## config.mk

```make
export PLATFORM = sky130hd
export DESIGN_NAME = fpu_top
export DESIGN_NICKNAME = d
export VERILOG_FILES = /design/src/logic/fpu_pkg.sv /design/src/logic/fpu_bus_regs.sv /design/src/logic/fpu_host_ctrl.sv /design/src/logic/fpu_op_ctrl.sv /design/src/logic/fpu_add_sub.sv /design/src/logic/fpu_mul.sv /design/src/logic/fpu_top.sv
export SDC_FILE = /design/constraint.sdc
export NUM_CORES = 1
export LEC_CHECK = 0
export BUFFER_PORTS_ARGS = -buffer_cell sky130_fd_sc_hd__buf_2
export CORE_ASPECT_RATIO = 1.2
export CORE_UTILIZATION = 60
export CTS_BUF_LIST = sky130_fd_sc_hd__clkbuf_8
export DETAILED_ROUTE_END_ITERATION = 7
export PLACE_DENSITY = 0.78
export SLEW_MARGIN = 20
export SYNTH_ARGS = -nofsm -noshare
export SYNTH_HDL_FRONTEND = slang
export SYNTH_HIERARCHICAL = 1
export SYNTH_SLANG_ARGS = --single-unit
export TNS_END_PERCENT = 5
```

## constraint.sdc

```tcl
create_clock -name clk -period 11.35 [get_ports clk]
set_clock_uncertainty 0.1 [all_clocks]
set_input_delay 1.7025 -clock clk [delete_from_list [all_inputs] [get_ports clk]]
set_output_delay 1.7025 -clock clk [all_outputs]
set_load 0.02 [all_outputs]
```

## src/logic/fpu_pkg.sv

```systemverilog
// float word types, operation codes, register map and constants for the coprocessor
package fpu_pkg;

  // ieee single precision fields
  typedef struct packed {
    logic        sign;
    logic [7:0]  exp;
    logic [22:0] frac;
  } fp_fields_t;

  // host bus sees bytes, arithmetic sees fields
  typedef union packed {
    fp_fields_t      f;
    logic [3:0][7:0] b;
  } fp_word_u;

  typedef enum logic [3:0] {
    op_add     = 4'd0,
    op_sub     = 4'd1,
    op_mul     = 4'd2,
    op_k_pi    = 4'd4,
    op_k_piby2 = 4'd5
  } fpu_op_e;

  // byte addresses seen by the host
  typedef enum logic [3:0] {
    a_b0   = 4'd0,
    a_b1   = 4'd1,
    a_b2   = 4'd2,
    a_b3   = 4'd3,
    b_b0   = 4'd4,
    b_b1   = 4'd5,
    b_b2   = 4'd6,
    b_b3   = 4'd7,
    op_reg = 4'd8,
    res_b0 = 4'd9,
    res_b1 = 4'd10,
    res_b2 = 4'd11,
    res_b3 = 4'd12
  } fpu_addr_e;

  // request into an arithmetic unit
  typedef struct packed {
    logic start;
    logic sub;
  } arith_req_t;

  // answer from an arithmetic unit
  typedef struct packed {
    logic     done;
    fp_word_u word;
  } fp_result_t;

  localparam logic [7:0] exp_bias = 8'd127;

  // mantissa width with the hidden bit
  localparam int mant_w = 24;

  localparam logic [31:0] fp_one     = 32'h3f80_0000;
  localparam logic [31:0] fp_pi      = 32'h4049_0fda;
  localparam logic [31:0] fp_pi_by_2 = 32'h3fc9_0fda;

endpackage

```

## src/logic/fpu_bus_regs.sv

```systemverilog
// host operand, operation and result registers with byte write and read decode
`timescale 1ns/1ps

module fpu_bus_regs (
  input  logic               clk,
  input  logic               arst,
  input  logic [7:0]         databus_in,
  input  fpu_pkg::fpu_addr_e addr,
  input  logic               cs,
  input  logic               rd,
  input  logic               wr,
  input  logic               res_load,
  input  fpu_pkg::fp_word_u  res_word,
  output logic [7:0]         databus_out,
  output fpu_pkg::fp_word_u  op_a,
  output fpu_pkg::fp_word_u  op_b,
  output fpu_pkg::fpu_op_e   op_code,
  output logic               op_written
);
  import fpu_pkg::*;

  fp_word_u res_reg;
  logic     wr_en;
  logic     rd_en;

  // bus strobes are active low
  assign wr_en = !cs && !wr;
  assign rd_en = !cs && !rd;

  always_ff @(posedge clk or posedge arst) begin
    if (arst) begin
      op_a       <= fp_one;
      op_b       <= fp_one;
      op_code    <= op_add;
      op_written <= 1'b0;
      res_reg    <= '0;
    end else begin
      op_written <= 1'b0;
      if (wr_en) begin
        case (addr)
          a_b0, a_b1, a_b2, a_b3: op_a.b[addr[1:0]] <= databus_in;
          b_b0, b_b1, b_b2, b_b3: op_b.b[addr[1:0]] <= databus_in;
          op_reg: begin
            // any code is kept, undefined ones give +0 later
            op_code    <= fpu_op_e'(databus_in[3:0]);
            op_written <= 1'b1;
          end
          default: op_written <= 1'b0;
        endcase
      end
      // result also lands in A for chaining
      if (res_load) begin
        res_reg <= res_word;
        op_a    <= res_word;
      end
    end
  end

  // read mux
  always_comb begin
    databus_out = 8'h00;
    if (rd_en) begin
      case (addr)
        a_b0, a_b1, a_b2, a_b3: databus_out = op_a.b[addr[1:0]];
        b_b0, b_b1, b_b2, b_b3: databus_out = op_b.b[addr[1:0]];
        op_reg:                 databus_out = {4'h0, op_code};
        res_b0:                 databus_out = res_reg.b[0];
        res_b1:                 databus_out = res_reg.b[1];
        res_b2:                 databus_out = res_reg.b[2];
        res_b3:                 databus_out = res_reg.b[3];
        default:                databus_out = 8'h00;
      endcase
    end
  end

endmodule

```

## src/logic/fpu_host_ctrl.sv

```systemverilog
// host handshake state machine driving busy, cmd_end and the start level
`timescale 1ns/1ps

module fpu_host_ctrl (
  input  logic clk,
  input  logic arst,
  input  logic op_written,
  input  logic op_done,
  input  logic end_ack,
  output logic start,
  output logic busy,
  output logic cmd_end
);

  typedef enum logic [1:0] {
    st_idle,
    st_wait,
    st_finish,
    st_wait_ack
  } state_e;

  state_e state;
  state_e state_nxt;

  always_comb begin
    state_nxt = state;
    case (state)
      st_idle: begin
        if (op_written) begin
          state_nxt = st_wait;
        end
      end
      st_wait: begin
        if (op_done) begin
          state_nxt = st_finish;
        end
      end
      // sequencer drops op_done once start is gone
      st_finish: begin
        if (!op_done) begin
          state_nxt = st_wait_ack;
        end
      end
      st_wait_ack: begin
        if (end_ack) begin
          state_nxt = st_idle;
        end
      end
      default: state_nxt = st_idle;
    endcase
  end

  always_ff @(posedge clk or posedge arst) begin
    if (arst) begin
      state   <= st_idle;
      start   <= 1'b0;
      busy    <= 1'b0;
      cmd_end <= 1'b0;
    end else begin
      state   <= state_nxt;
      // outputs follow the state being entered
      start   <= (state_nxt == st_wait);
      busy    <= (state_nxt != st_idle);
      cmd_end <= (state_nxt == st_wait_ack);
    end
  end

  // host sees end of command only while still marked busy
  a_cmd_end_busy: assert property (@(posedge clk) disable iff (arst) cmd_end |-> busy);

endmodule

```

## src/logic/fpu_op_ctrl.sv

```systemverilog
// operation sequencer dispatching to the arithmetic units and picking the result word
`timescale 1ns/1ps

module fpu_op_ctrl (
  input  logic                clk,
  input  logic                arst,
  input  logic                start,
  input  fpu_pkg::fpu_op_e    op_code,
  input  fpu_pkg::fp_result_t add_res,
  input  fpu_pkg::fp_result_t mul_res,
  output logic                op_done,
  output fpu_pkg::arith_req_t add_req,
  output fpu_pkg::arith_req_t mul_req,
  output logic                res_load,
  output fpu_pkg::fp_word_u   res_word
);
  import fpu_pkg::*;

  typedef enum logic [1:0] {
    st_idle,
    st_issue,
    st_wait,
    st_hold
  } state_e;

  state_e   state;
  state_e   state_nxt;
  logic     unit_done;
  logic     load_now;
  fp_word_u unit_word;

  // result source per operation
  always_comb begin
    unit_done = 1'b1;
    unit_word = '0;
    case (op_code)
      op_add, op_sub: begin
        unit_done = add_res.done;
        unit_word = add_res.word;
      end
      op_mul: begin
        unit_done = mul_res.done;
        unit_word = mul_res.word;
      end
      op_k_pi:    unit_word = fp_pi;
      op_k_piby2: unit_word = fp_pi_by_2;
      default:    unit_word = '0;
    endcase
  end

  // unit start only during the issue cycle
  assign add_req.start = (state == st_issue) && (op_code == op_add || op_code == op_sub);
  assign add_req.sub   = (op_code == op_sub);
  assign mul_req.start = (state == st_issue) && (op_code == op_mul);
  assign mul_req.sub   = 1'b0;

  assign load_now = (state == st_issue || state == st_wait) && unit_done;

  always_comb begin
    state_nxt = state;
    case (state)
      st_idle: begin
        if (start) begin
          state_nxt = st_issue;
        end
      end
      // adder and constants answer here, multiplier later
      st_issue: state_nxt = unit_done ? st_hold : st_wait;
      st_wait: begin
        if (unit_done) begin
          state_nxt = st_hold;
        end
      end
      st_hold: begin
        if (!start) begin
          state_nxt = st_idle;
        end
      end
      default: state_nxt = st_idle;
    endcase
  end

  always_ff @(posedge clk or posedge arst) begin
    if (arst) begin
      state    <= st_idle;
      op_done  <= 1'b0;
      res_load <= 1'b0;
    end else begin
      state    <= state_nxt;
      op_done  <= (state_nxt == st_hold);
      res_load <= load_now;
    end
  end

  always_ff @(posedge clk) begin
    if (load_now) begin
      res_word <= unit_word;
    end
  end

  a_res_load_pulse: assert property (@(posedge clk) disable iff (arst) res_load |=> !res_load);

endmodule

```

## src/logic/fpu_add_sub.sv

```systemverilog
// combinational float add and subtract with alignment, signed sum and normalization
`timescale 1ns/1ps

module fpu_add_sub (
  input  fpu_pkg::arith_req_t add_req,
  input  fpu_pkg::fp_word_u   op_a,
  input  fpu_pkg::fp_word_u   op_b,
  output fpu_pkg::fp_result_t add_res
);
  import fpu_pkg::*;

  logic        a_zero;
  logic        b_zero;
  logic [25:0] mant_a;
  logic [25:0] mant_b;
  logic [25:0] al_a;
  logic [25:0] al_b;
  logic [7:0]  exp_big;
  logic [25:0] sx_a;
  logic [25:0] sx_b;
  logic [25:0] sum;
  logic        sum_neg;
  logic [25:0] mag;
  logic [31:0] norm;
  logic [4:0]  lz;
  logic [9:0]  exp_res;
  fp_word_u    word;

  // exponent field 0 is zero, two spare bits on top for carry and sign
  assign a_zero = (op_a.f.exp == 8'd0);
  assign b_zero = (op_b.f.exp == 8'd0);
  assign mant_a = a_zero ? 26'd0 : {2'b00, 1'b1, op_a.f.frac};
  assign mant_b = b_zero ? 26'd0 : {2'b00, 1'b1, op_b.f.frac};

  // shift the smaller one right, bits falling off are lost
  always_comb begin
    al_a = mant_a;
    al_b = mant_b;
    if (op_a.f.exp < op_b.f.exp) begin
      exp_big = op_b.f.exp;
      if (!a_zero) begin
        al_a = mant_a >> (op_b.f.exp - op_a.f.exp);
      end
    end else begin
      exp_big = op_a.f.exp;
      if (!b_zero) begin
        al_b = mant_b >> (op_a.f.exp - op_b.f.exp);
      end
    end
  end

  // two's complement sum
  assign sx_a    = op_a.f.sign ? -al_a : al_a;
  assign sx_b    = op_b.f.sign ? -al_b : al_b;
  assign sum     = add_req.sub ? sx_a - sx_b : sx_a + sx_b;
  assign sum_neg = sum[25];
  assign mag     = sum_neg ? -sum : sum;

  // leading one search, binary steps instead of a shift loop
  always_comb begin
    norm = {mag, 6'd0};
    lz   = '0;
    if (norm[31:16] == '0) begin
      norm  = norm << 16;
      lz[4] = 1'b1;
    end
    if (norm[31:24] == '0) begin
      norm  = norm << 8;
      lz[3] = 1'b1;
    end
    if (norm[31:28] == '0) begin
      norm  = norm << 4;
      lz[2] = 1'b1;
    end
    if (norm[31:30] == '0) begin
      norm  = norm << 2;
      lz[1] = 1'b1;
    end
    if (!norm[31]) begin
      norm  = norm << 1;
      lz[0] = 1'b1;
    end
  end

  // leading one at mag bit 23 leaves the exponent as is
  assign exp_res = {2'b00, exp_big} + 10'd2 - {5'd0, lz};

  always_comb begin
    word = '0;
    if (mag != '0) begin
      word.f.sign = sum_neg;
      word.f.exp  = exp_res[7:0];
      word.f.frac = norm[30:8];
    end
  end

  assign add_res = {add_req.start, word};

endmodule

```

## src/logic/fpu_mul.sv

```systemverilog
// iterative shift and add float multiplier with exponent and sign handling
`timescale 1ns/1ps

module fpu_mul (
  input  logic                clk,
  input  logic                arst,
  input  fpu_pkg::arith_req_t mul_req,
  input  fpu_pkg::fp_word_u   op_a,
  input  fpu_pkg::fp_word_u   op_b,
  output fpu_pkg::fp_result_t mul_res
);
  import fpu_pkg::*;

  typedef enum logic [1:0] {
    st_idle,
    st_add,
    st_shift,
    st_set
  } state_e;

  state_e            state;
  logic [4:0]        step;
  logic              done_q;
  logic [mant_w-1:0] mcand;
  // upper part collects the product, multiplier shifts out below
  logic [2*mant_w:0] prod;
  fp_word_u          res_q;
  fp_word_u          prod_word;
  logic              prod_msb;
  logic [9:0]        exp_sum;

  always_ff @(posedge clk or posedge arst) begin
    if (arst) begin
      state  <= st_idle;
      step   <= '0;
      done_q <= 1'b0;
    end else begin
      done_q <= 1'b0;
      case (state)
        st_idle: begin
          if (mul_req.start) begin
            state <= st_add;
            step  <= '0;
          end
        end
        st_add: begin
          state <= st_shift;
          step  <= step + 5'd1;
        end
        st_shift: state <= (step == 5'(mant_w)) ? st_set : st_add;
        st_set: begin
          state  <= st_idle;
          done_q <= 1'b1;
        end
        default: state <= st_idle;
      endcase
    end
  end

  always_ff @(posedge clk) begin
    case (state)
      st_idle: begin
        if (mul_req.start) begin
          mcand <= {1'b1, op_a.f.frac};
          prod  <= {{(mant_w + 1){1'b0}}, 1'b1, op_b.f.frac};
        end
      end
      st_add: begin
        if (prod[0]) begin
          prod[2*mant_w:mant_w] <= prod[2*mant_w:mant_w] + {1'b0, mcand};
        end
      end
      st_shift: prod <= prod >> 1;
      st_set:   res_q <= prod_word;
      default:  res_q <= prod_word;
    endcase
  end

  // product is in [1,4), bit 47 set means one extra exponent step
  assign prod_msb = prod[2*mant_w-1];
  assign exp_sum  = {2'b00, op_a.f.exp} + {2'b00, op_b.f.exp} - {2'b00, exp_bias}
                  + {9'd0, prod_msb};

  always_comb begin
    prod_word = '0;
    if (op_a.f.exp != 8'd0 && op_b.f.exp != 8'd0) begin
      prod_word.f.sign = op_a.f.sign ^ op_b.f.sign;
      prod_word.f.exp  = exp_sum[7:0];
      // truncate below the leading one
      prod_word.f.frac = prod_msb ? prod[2*mant_w-2 -: mant_w-1] : prod[2*mant_w-3 -: mant_w-1];
    end
  end

  assign mul_res = {done_q, res_q};

  a_step_range: assert property (@(posedge clk) disable iff (arst) step <= 5'(mant_w));

endmodule

```

## src/logic/fpu_top.sv

```systemverilog
// coprocessor top level connecting registers, controllers and arithmetic units
`timescale 1ns/1ps

module fpu_top (
  input  logic               clk,
  input  logic               arst,
  input  logic [7:0]         databus_in,
  output logic [7:0]         databus_out,
  input  fpu_pkg::fpu_addr_e addr,
  input  logic               cs,
  input  logic               rd,
  input  logic               wr,
  input  logic               end_ack,
  output logic               cmd_end,
  output logic               busy
);
  import fpu_pkg::*;

  fp_word_u   op_a;
  fp_word_u   op_b;
  fp_word_u   res_word;
  fpu_op_e    op_code;
  logic       op_written;
  logic       start;
  logic       op_done;
  logic       res_load;
  arith_req_t add_req;
  arith_req_t mul_req;
  fp_result_t add_res;
  fp_result_t mul_res;

  fpu_bus_regs u_bus_regs (
    .clk         (clk),
    .arst        (arst),
    .databus_in  (databus_in),
    .addr        (addr),
    .cs          (cs),
    .rd          (rd),
    .wr          (wr),
    .res_load    (res_load),
    .res_word    (res_word),
    .databus_out (databus_out),
    .op_a        (op_a),
    .op_b        (op_b),
    .op_code     (op_code),
    .op_written  (op_written)
  );

  fpu_host_ctrl u_host_ctrl (
    .clk        (clk),
    .arst       (arst),
    .op_written (op_written),
    .op_done    (op_done),
    .end_ack    (end_ack),
    .start      (start),
    .busy       (busy),
    .cmd_end    (cmd_end)
  );

  fpu_op_ctrl u_op_ctrl (
    .clk      (clk),
    .arst     (arst),
    .start    (start),
    .op_code  (op_code),
    .add_res  (add_res),
    .mul_res  (mul_res),
    .op_done  (op_done),
    .add_req  (add_req),
    .mul_req  (mul_req),
    .res_load (res_load),
    .res_word (res_word)
  );

  fpu_add_sub u_add_sub (
    .add_req (add_req),
    .op_a    (op_a),
    .op_b    (op_b),
    .add_res (add_res)
  );

  fpu_mul u_mul (
    .clk     (clk),
    .arst    (arst),
    .mul_req (mul_req),
    .op_a    (op_a),
    .op_b    (op_b),
    .mul_res (mul_res)
  );

endmodule

```

* Word-level counts from Yosys, hierarchy flattened
Index checks and enable logic that the tools add are counted.
** Word-level totals
- Register bits :: 254
- Output and inout port bits :: 10
- Word-level logic and storage cells :: 173
** Cells by class
- Add/sub/neg operators :: 14
- Order comparisons :: 3
- Equality and inequality tests :: 31
- Shift-type cells :: 2
- Mux-type cells :: 60
- Bitwise logic cells :: 1
- Reductions and logical operators :: 42
** Operators by type and width (count)
- $mux W32 :: 8
- $mux W26 :: 8
- $pmux W32 S4 :: 1
- $neg A26 Y26 :: 3
- $pmux W25 S3 :: 1
- $bwmux W32 :: 2
- $pmux W8 S7 :: 1
- $shr A26 B8 Y26 :: 2
- $mux W49 :: 1
- $mux W24 :: 2
- $pmux W24 S2 :: 1
- $mux W8 :: 5
- $bmux W8 S2 :: 2
- $mux W31 :: 1
- $add A26 B26 Y26 :: 1
- $reduce_bool A26 Y1 :: 1
- $sub A26 B26 Y26 :: 1
- $add A25 B24 Y25 :: 1
- $mux W25 :: 1
- $eq A4 B3 Y1 const B :: 6
- $logic_not A8 Y1 :: 3
- $pmux W2 S4 :: 3
- $mux W23 :: 1
- $eq A4 B4 Y1 const B :: 5
- 37 further kinds :: 92

* Depth between registers and ports, before layout
Gate-level depths: netlist (run 1).
- Depth after elaboration :: 23
- Depth in mapped cells :: 64

* Hierarchy
The synthesis (run 1) kept the hierarchy.
** By module, submodules not included
- fpu_add_sub :: times used 1, cells each 1456, area each 10167.3 µm², seq. area each 0.0 µm²
- fpu_mul :: times used 1, cells each 524, area each 6251.0 µm², seq. area each 3323.2 µm²
- fpu_bus_regs :: times used 1, cells each 436, area each 5024.8 µm², seq. area each 2544.9 µm²
- fpu_op_ctrl :: times used 1, cells each 164, area each 1894.3 µm², seq. area each 1061.0 µm²
- fpu_host_ctrl :: times used 1, cells each 16, area each 198.9 µm², seq. area each 125.1 µm²

* Worst setup path after synthesis (run 1)
No wires, ideal clock.
- Kind :: register -> register
- Start :: register u_bus_regs/op_a[23] (netlist name)
- End :: register u_op_ctrl/res_word[30] (netlist name) (data pin)
- Setup time :: 0.270 ns
- Arrival :: 12.040 ns
- Data required time :: 10.980 ns
- Setup slack :: -1.060 ns
- Cell stages (with the launch flop) :: 57
- Clock period less this slack :: 12.410 ns
- Path through :: dfstp_2 -> inv_1 -> ha_1 -> fa_1 -> buf_2 -> buf_6 -> buf_4 -> buf_4 -> mux4_2 -> nand2_1 -> nand3_1 -> a2bb2oi_1 -> o21ai_0 -> or4_1 -> o31ai_1 -> xnor2_1 -> and2_1 -> nand2_1 -> (+21 left out) -> nand2_2 -> o31ai_2 -> a21oi_2 -> buf_2 -> ha_1 -> inv_1 -> ha_1 -> fa_1 -> a21o_1 -> a21o_1 -> a21o_1 -> a21oi_1 -> xor2_1 -> xnor2_1 -> nor2_1 -> nand2b_1 -> a21o_1 -> a21oi_1
** RTL lines
- start: declaration :: line fpu_bus_regs.sv:15 : output fpu_pkg::fp_word_u op_a,
- start signal: assignment :: line fpu_bus_regs.sv:32 : op_a <= fp_one;
- start signal: assignment :: line fpu_bus_regs.sv:54 : op_a <= res_word;
- end signal: assignment :: line fpu_op_ctrl.sv:97 : res_word <= unit_word;
- end: declaration :: line fpu_op_ctrl.sv:15 : output fpu_pkg::fp_word_u res_word

==> out/metrics.csv, run 1 <==
stage,metric,value,unit
run_status,outcome,finished with violations,
run_status,violations,setup timing,
routing,drc,0,
place,dp_hpwl,63.0,mm
timing,slew_viol_final,0,
worst_setup_path,slowest_delay,0.59,ns
cts,clockBufferDepth,3,
min_path,hold_class,register to register,
routing,topRoutingLayerUsed,met5,
finish,drive_above_1_share,0.294,
cts,insertion_delay,0.58,ns
finish,top_register,u_mul/prod,
routing,drt_wl_total,84.5,mm
routing,wl_met3,6.72,mm
global_route,grt.total_usage,0.418,
finish,final_cells,3550,
die,core-area,38700,um^2
worst_setup_path,cp_slowest_cell,fa_2,
routing,wl_met2,39.9,mm
worst_setup_path,reg2reg_from,u_bus_regs/op_a[23]$_DFFE_PP1P_,
routing,drt-wirelength-per-cell,23.8,um
die,rows,79,
routing,ant_nets,0,
timing,finalSetupTns,-0.378,ns
place,place_congestion,1.00,
global_route,grt_pass1_wl,128,mm
timing,fin_crit_sh,1.02,
cts,numCtsBuffers,38,
global_route,overflow,0,
synth,synthesis.nets,2721,
global_route,grt_max_degree,78,
finish,largest_reg_flops,49,
cts,clk_pin_slew_worst_paths,0.07,ns
timing,fin_ws,-0.283,ns
die,initial_core_util,0.607,
die,die_h,219,um
worst_setup_path,critPathLaunchType,register,
timing,hold_violations,0,
finish,nFillCells,2876,
finish,final_nets,3121,
die,io_pins,28,
worst_setup_path,r2r_end,u_op_ctrl/res_word[30]$_SDFFCE_PN0P_,
worst_setup_path,end_kind,register,
routing,num_vias,23400,
global_route,grt_pass1_vias,22900,
worst_setup_path,cp-startpoint,u_bus_regs/op_a[23]$_DFFE_PP1P_,
timing,max-slew-margin-rel,0.330,
cts,cts_root_buf,clkbuf_8,
min_path,worstHoldPathCells,2,
timing,rsz0062_at_grt,true,
cts,cts_htree_levels,2,
worst_setup_path,path_class,register to register,
min_path,holdPathEnd,u_bus_regs/res_reg[24]$_DFFE_PP0P_,
routing,drt_iter0_drc,2606,
finish,synthToLayoutAreaGrowth,22.1,%
timing,tightest_slew,1.01,ns
synth,ys_warn_count,6,
worst_setup_path,path_max_fanout,7,
cts,cts_tree,yes,
die,fp.dieW,183,um
routing,avgViaCountPerCell,6.58,
global_route,antenna_found_initial,4,
die,die-area,40000,um^2
timing,min_period,11.63,ns
place,placed_cells,3453,
job,cap_violations,0,
place,io_buffers,27,
min_path,holdCritStartpoint,u_op_ctrl/res_word[24]$_SDFFCE_PN0P_,
synth,synthCells,2594,
worst_setup_path,reg2regPathDepth,56,
finish,multiInputGateArea,16100,um^2
timing,setup_viol,2,
worst_setup_path,worstPathRequired,11.57,ns
routing,drt-met1-wl,31.7,mm
finish,regArea,7060,um^2
worst_setup_path,r2r_setup_slack,-0.28,ns
synth,synth_area,23500,um^2
routing,dr.pass1.iters,7,
synth,avgSynthCellArea,9.07,um^2
worst_setup_path,crit_arrival,11.85,ns
cts,clock-sinks,254,
timing,timing.fmax,0.0860,GHz
[cell usage in the layout, fill, tap and decap left out, drive strengths merged, types with 14 or more instances in the layout]
cell type and instances:
nand2b 44, a31oi 15, mux2 86, nand3 47, o211ai 24, nand2 252
a21o 52, inv 131, o31ai 21, o21bai 19, nor3 52, or2 17
o21ai 185, ha 103, o21a 24, nand3b 35, clkbuf 42, mux4 48
a32o 14, a211oi 27, nand4 14, clkinv 14, dfrtp 104, nor4 26
and3 30, xor2 61, buf 502, xnor2 88, nor2 201, a21oi 161
o22ai 19, or4 16, and2 31, or3 22, a22o 27, nor2b 28
mux2i 131, dfstp 14, edfxtp 136
[metal layers]
layer / global-route usage / vias up
met3: 0.0682 / 364
li1: - / 10400
met4: 0.272 / 2
met1: 0.500 / 11300
met2: 0.700 / 1300
met5: 0 / -
[worst max-delay path: cells and delay by family (launching register included)]
kind            cells  cell delay, ns
buf+inv             9            1.15
compound gates     20            4.05
fa+ha+maj           6            1.81
xor+xnor            5            0.86
mux                 2            0.60
flops               1            0.55
simple gates       14            2.22
[through the flow]
stage / cell area, um^2 / util / setup slack, ns / hold slack, ns
6_report: 28700 / 0.741 / -0.283 / 0.375
4_1_cts: 28400 / 0.734 / -0.0624 / 0.370
3_3_place_gp: 27200 / 0.703 / -0.121 / 0.346
3_5_place_dp: 27200 / 0.703 / -0.328 / 0.363
2_1_floorplan: 23900 / - / -0.0177 / 0.339
5_1_grt: 28700 / 0.741 / -0.721 / 0.407
[cell type report]
cell class	count	share of cell area
Multi-Input combinational cell	2077	0.559
Sequential cell	254	0.246
Timing Repair Buffer	502	0.130
Tap cell	526	0.0229
Clock buffer	42	0.0201
Inverter	121	0.0160
Clock inverter	27	0.00627
Antenna cell	1	0.0000871
[timing repair]
item	in CTS	in global routing
pin swaps	52	33
buffers inserted	19	8
gates resized for setup	55	48
setup endpoints to repair	4	12
hold buffers	0	0
hold endpoints to repair	0	0
[worst max-delay path by stage]
stage	to	slack [ns]	depth (start not counted)
floorplan	u_op_ctrl/res_word[30]$_SDFFCE_PN0P_	-0.02	56
global placement	u_op_ctrl/res_word[30]$_SDFFCE_PN0P_	-0.12	56
detailed placement	u_op_ctrl/res_word[30]$_SDFFCE_PN0P_	-0.33	57
CTS	u_op_ctrl/res_word[30]$_SDFFCE_PN0P_	-0.06	55
global route	u_op_ctrl/res_word[30]$_SDFFCE_PN0P_	-0.72	58
finish	u_op_ctrl/res_word[30]$_SDFFCE_PN0P_	-0.28	56
Power of run 1 is not shown: default switching activity piles up to over one toggle a cycle in this logic, so the estimate is an artifact.
==> run 2, diff against run 1 <==
--- a/config.mk
+++ b/config.mk
@@ -16,4 +16,3 @@
 export SYNTH_HDL_FRONTEND = slang
 export SYNTH_HIERARCHICAL = 1
 export SYNTH_SLANG_ARGS = --single-unit
-export TNS_END_PERCENT = 5
==> run 2 against run 1 <==
- the flow still finishes with violations (setup timing)
- non-clock buffer count rose by 7
- clock-buffer cell count did not move
- hold slack got worse by 0.0016 ns
- design area rose by 0.76%
- sequential cell count did not move
- maximum frequency fell by 0.10%
- cell count rose by 0.23%
- sequential share of layout area fell by 0.18 points
- global-route usage did not move
- core utilization rose by 0.56 points
- critical path type unchanged
- largest cell class unchanged
- highest routed layer is now met4
==> out/metrics.csv, run 2 (synthesis gave the netlist of run 1 again) <==
stage,metric,value,unit
timing,min_period,11.65,ns
job,cap_violations,0,
timing,fin_crit_sh,1.03,
routing,drt-wirelength-per-cell,23.9,um
timing,tightest_slew,1.04,ns
routing,dr.pass1.iters,6,
finish,largest_reg_flops,49,
worst_setup_path,slowest_delay,0.58,ns
cts,cts_htree_levels,2,
die,fp.dieW,183,um
die,die_h,219,um
run_status,outcome,finished with violations,
min_path,hold_class,register to register,
timing,max-slew-margin-rel,0.309,
die,rows,79,
routing,ant_nets,0,
global_route,grt_pass1_vias,22900,
die,die-area,40000,um^2
run_status,violations,setup timing,
cts,insertion_delay,0.58,ns
routing,drc,0,
timing,hold_violations,0,
finish,design_area,28900,um^2
finish,final_common_cell,buf_4,
place,place_congestion,1.00,
global_route,overflow,0,
finish,synthToLayoutAreaGrowth,23.1,%
routing,avgViaCountPerCell,6.63,
finish,final_nets,3128,
global_route,grt_max_degree,78,
timing,fin_ws,-0.295,ns
routing,drt_iter0_drc,2650,
worst_setup_path,crit_arrival,11.87,ns
die,initial_core_util,0.607,
place,post-place-ws,-0.328,ns
global_route,antenna_found_initial,3,
cts,cts_tree,yes,
place,place_area,27200,um^2
cts,clock-sinks,254,
cts,cts_root_buf,clkbuf_8,
worst_setup_path,crit_top_cell,a21o_1,
place,dp_hpwl,63.0,mm
cts,clk_pin_slew_worst_paths,0.07,ns
timing,rsz0062_at_grt,true,
timing,setup_viol,1,
worst_setup_path,cp_slowest_cell,fa_2,
routing,drt_wl_total,85.2,mm
worst_setup_path,path_class,register to register,
timing,slew_viol_final,0,
cts,numCtsBuffers,38,
die,io_pins,28,
timing,timing.fmax,0.0859,GHz
global_route,grt_pass1_wl,128,mm
routing,num_vias,23600,
worst_setup_path,end_kind,register,
die,core-area,38700,um^2
cts,cts_hold_buffers,0,
finish,layout_common_cells,"buf_4, nand2_1, nor2_1, o21ai_0, a21oi_1",
worst_setup_path,critPathLaunchType,register,
place,io_buffers,27,
finish,top_register,u_mul/prod,
worst_setup_path,worstPathRequired,11.57,ns
cts,clockBufferDepth,3,
global_route,grt.total_usage,0.418,
finish,drive_above_1_share,0.304,
worst_setup_path,path_max_fanout,7,
run 2: changes by cell type in the layout (fill, tap and decap cells not counted), sizes merged:
cell,before,now
diode,1,2
buf,502,509
run 2: final timing paths:
kind / start / to / slack [ns] / cells after the start
setup / recovery: u_bus_regs/op_a[23]$_DFFE_PP1P_ / u_op_ctrl/res_word[30]$_SDFFCE_PN0P_ / -0.30 / 57
hold / removal: u_op_ctrl/res_word[4]$_SDFFCE_PN0P_ / u_bus_regs/op_a[4]$_DFFE_PP0P_ / 0.37 / 2
setup reg to reg: u_bus_regs/op_a[23]$_DFFE_PP1P_ / u_op_ctrl/res_word[30]$_SDFFCE_PN0P_ / -0.30 / 57
hold reg to reg: u_op_ctrl/res_word[4]$_SDFFCE_PN0P_ / u_bus_regs/op_a[4]$_DFFE_PP0P_ / 0.37 / 2
max in group asynchronous: arst / u_bus_regs/op_b[11]$_DFFE_PP0P_ / 8.81 / 3
min in group asynchronous: arst / u_op_ctrl/op_done$_DFF_PP0_ / 0.96 / 2
run 2: through the flow:
step / hold WS [ns] / cells / util / TNS [ns]
final: 0.373 / 3558 / 0.747 / -0.295
after global routing: 0.407 / 3556 / 0.747 / -1.71
after CTS: 0.370 / 3541 / 0.734 / -0.0624
after global placement: 0.346 / 3453 / 0.703 / -0.121
after floorplan: 0.339 / 2594 / - / -0.0177
after detailed placement: 0.363 / 3453 / 0.703 / -0.458
run 2: repair_timing:
item / 4_1_cts / 5_1_grt
setup endpoints to repair: 4 / 12
resized for setup: 55 / 81
setup buffers: 19 / 15
pin swaps: 52 / 46
run 2: cell type report:
| cell class | count | area (um^2) |
|---|---|---|
| Multi-Input combinational cell | 2077 | 16200 |
| Fill cell | 2851 | 9800 |
| Sequential cell | 254 | 7060 |
| Timing Repair Buffer | 509 | 3800 |
| Tap cell | 526 | 658 |
| Clock buffer | 42 | 578 |
| Inverter | 121 | 459 |
| Clock inverter | 27 | 180 |
| Antenna cell | 2 | 5.00 |
run 2: routing by layer:
metal,track usage,wire length [um],vias to the layer above
met3,0.0682,6910,372
met4,0.272,6060,0
met5,0,0,-
met2,0.700,40300,1377
li1,-,-,10400
met1,0.500,31900,11400
run 2: critical path, delay by kind of cell, from the launching register on:
| family | cells | cell delay, ns |
|---|---|---|
| buf+inv | 10 | 1.19 |
| fa+ha+maj | 6 | 1.79 |
| compound gates | 19 | 3.63 |
| xor+xnor | 5 | 0.84 |
| mux | 2 | 0.61 |
| simple gates | 15 | 2.69 |
| flops | 1 | 0.55 |
Power of run 2 is left out for the same reason.
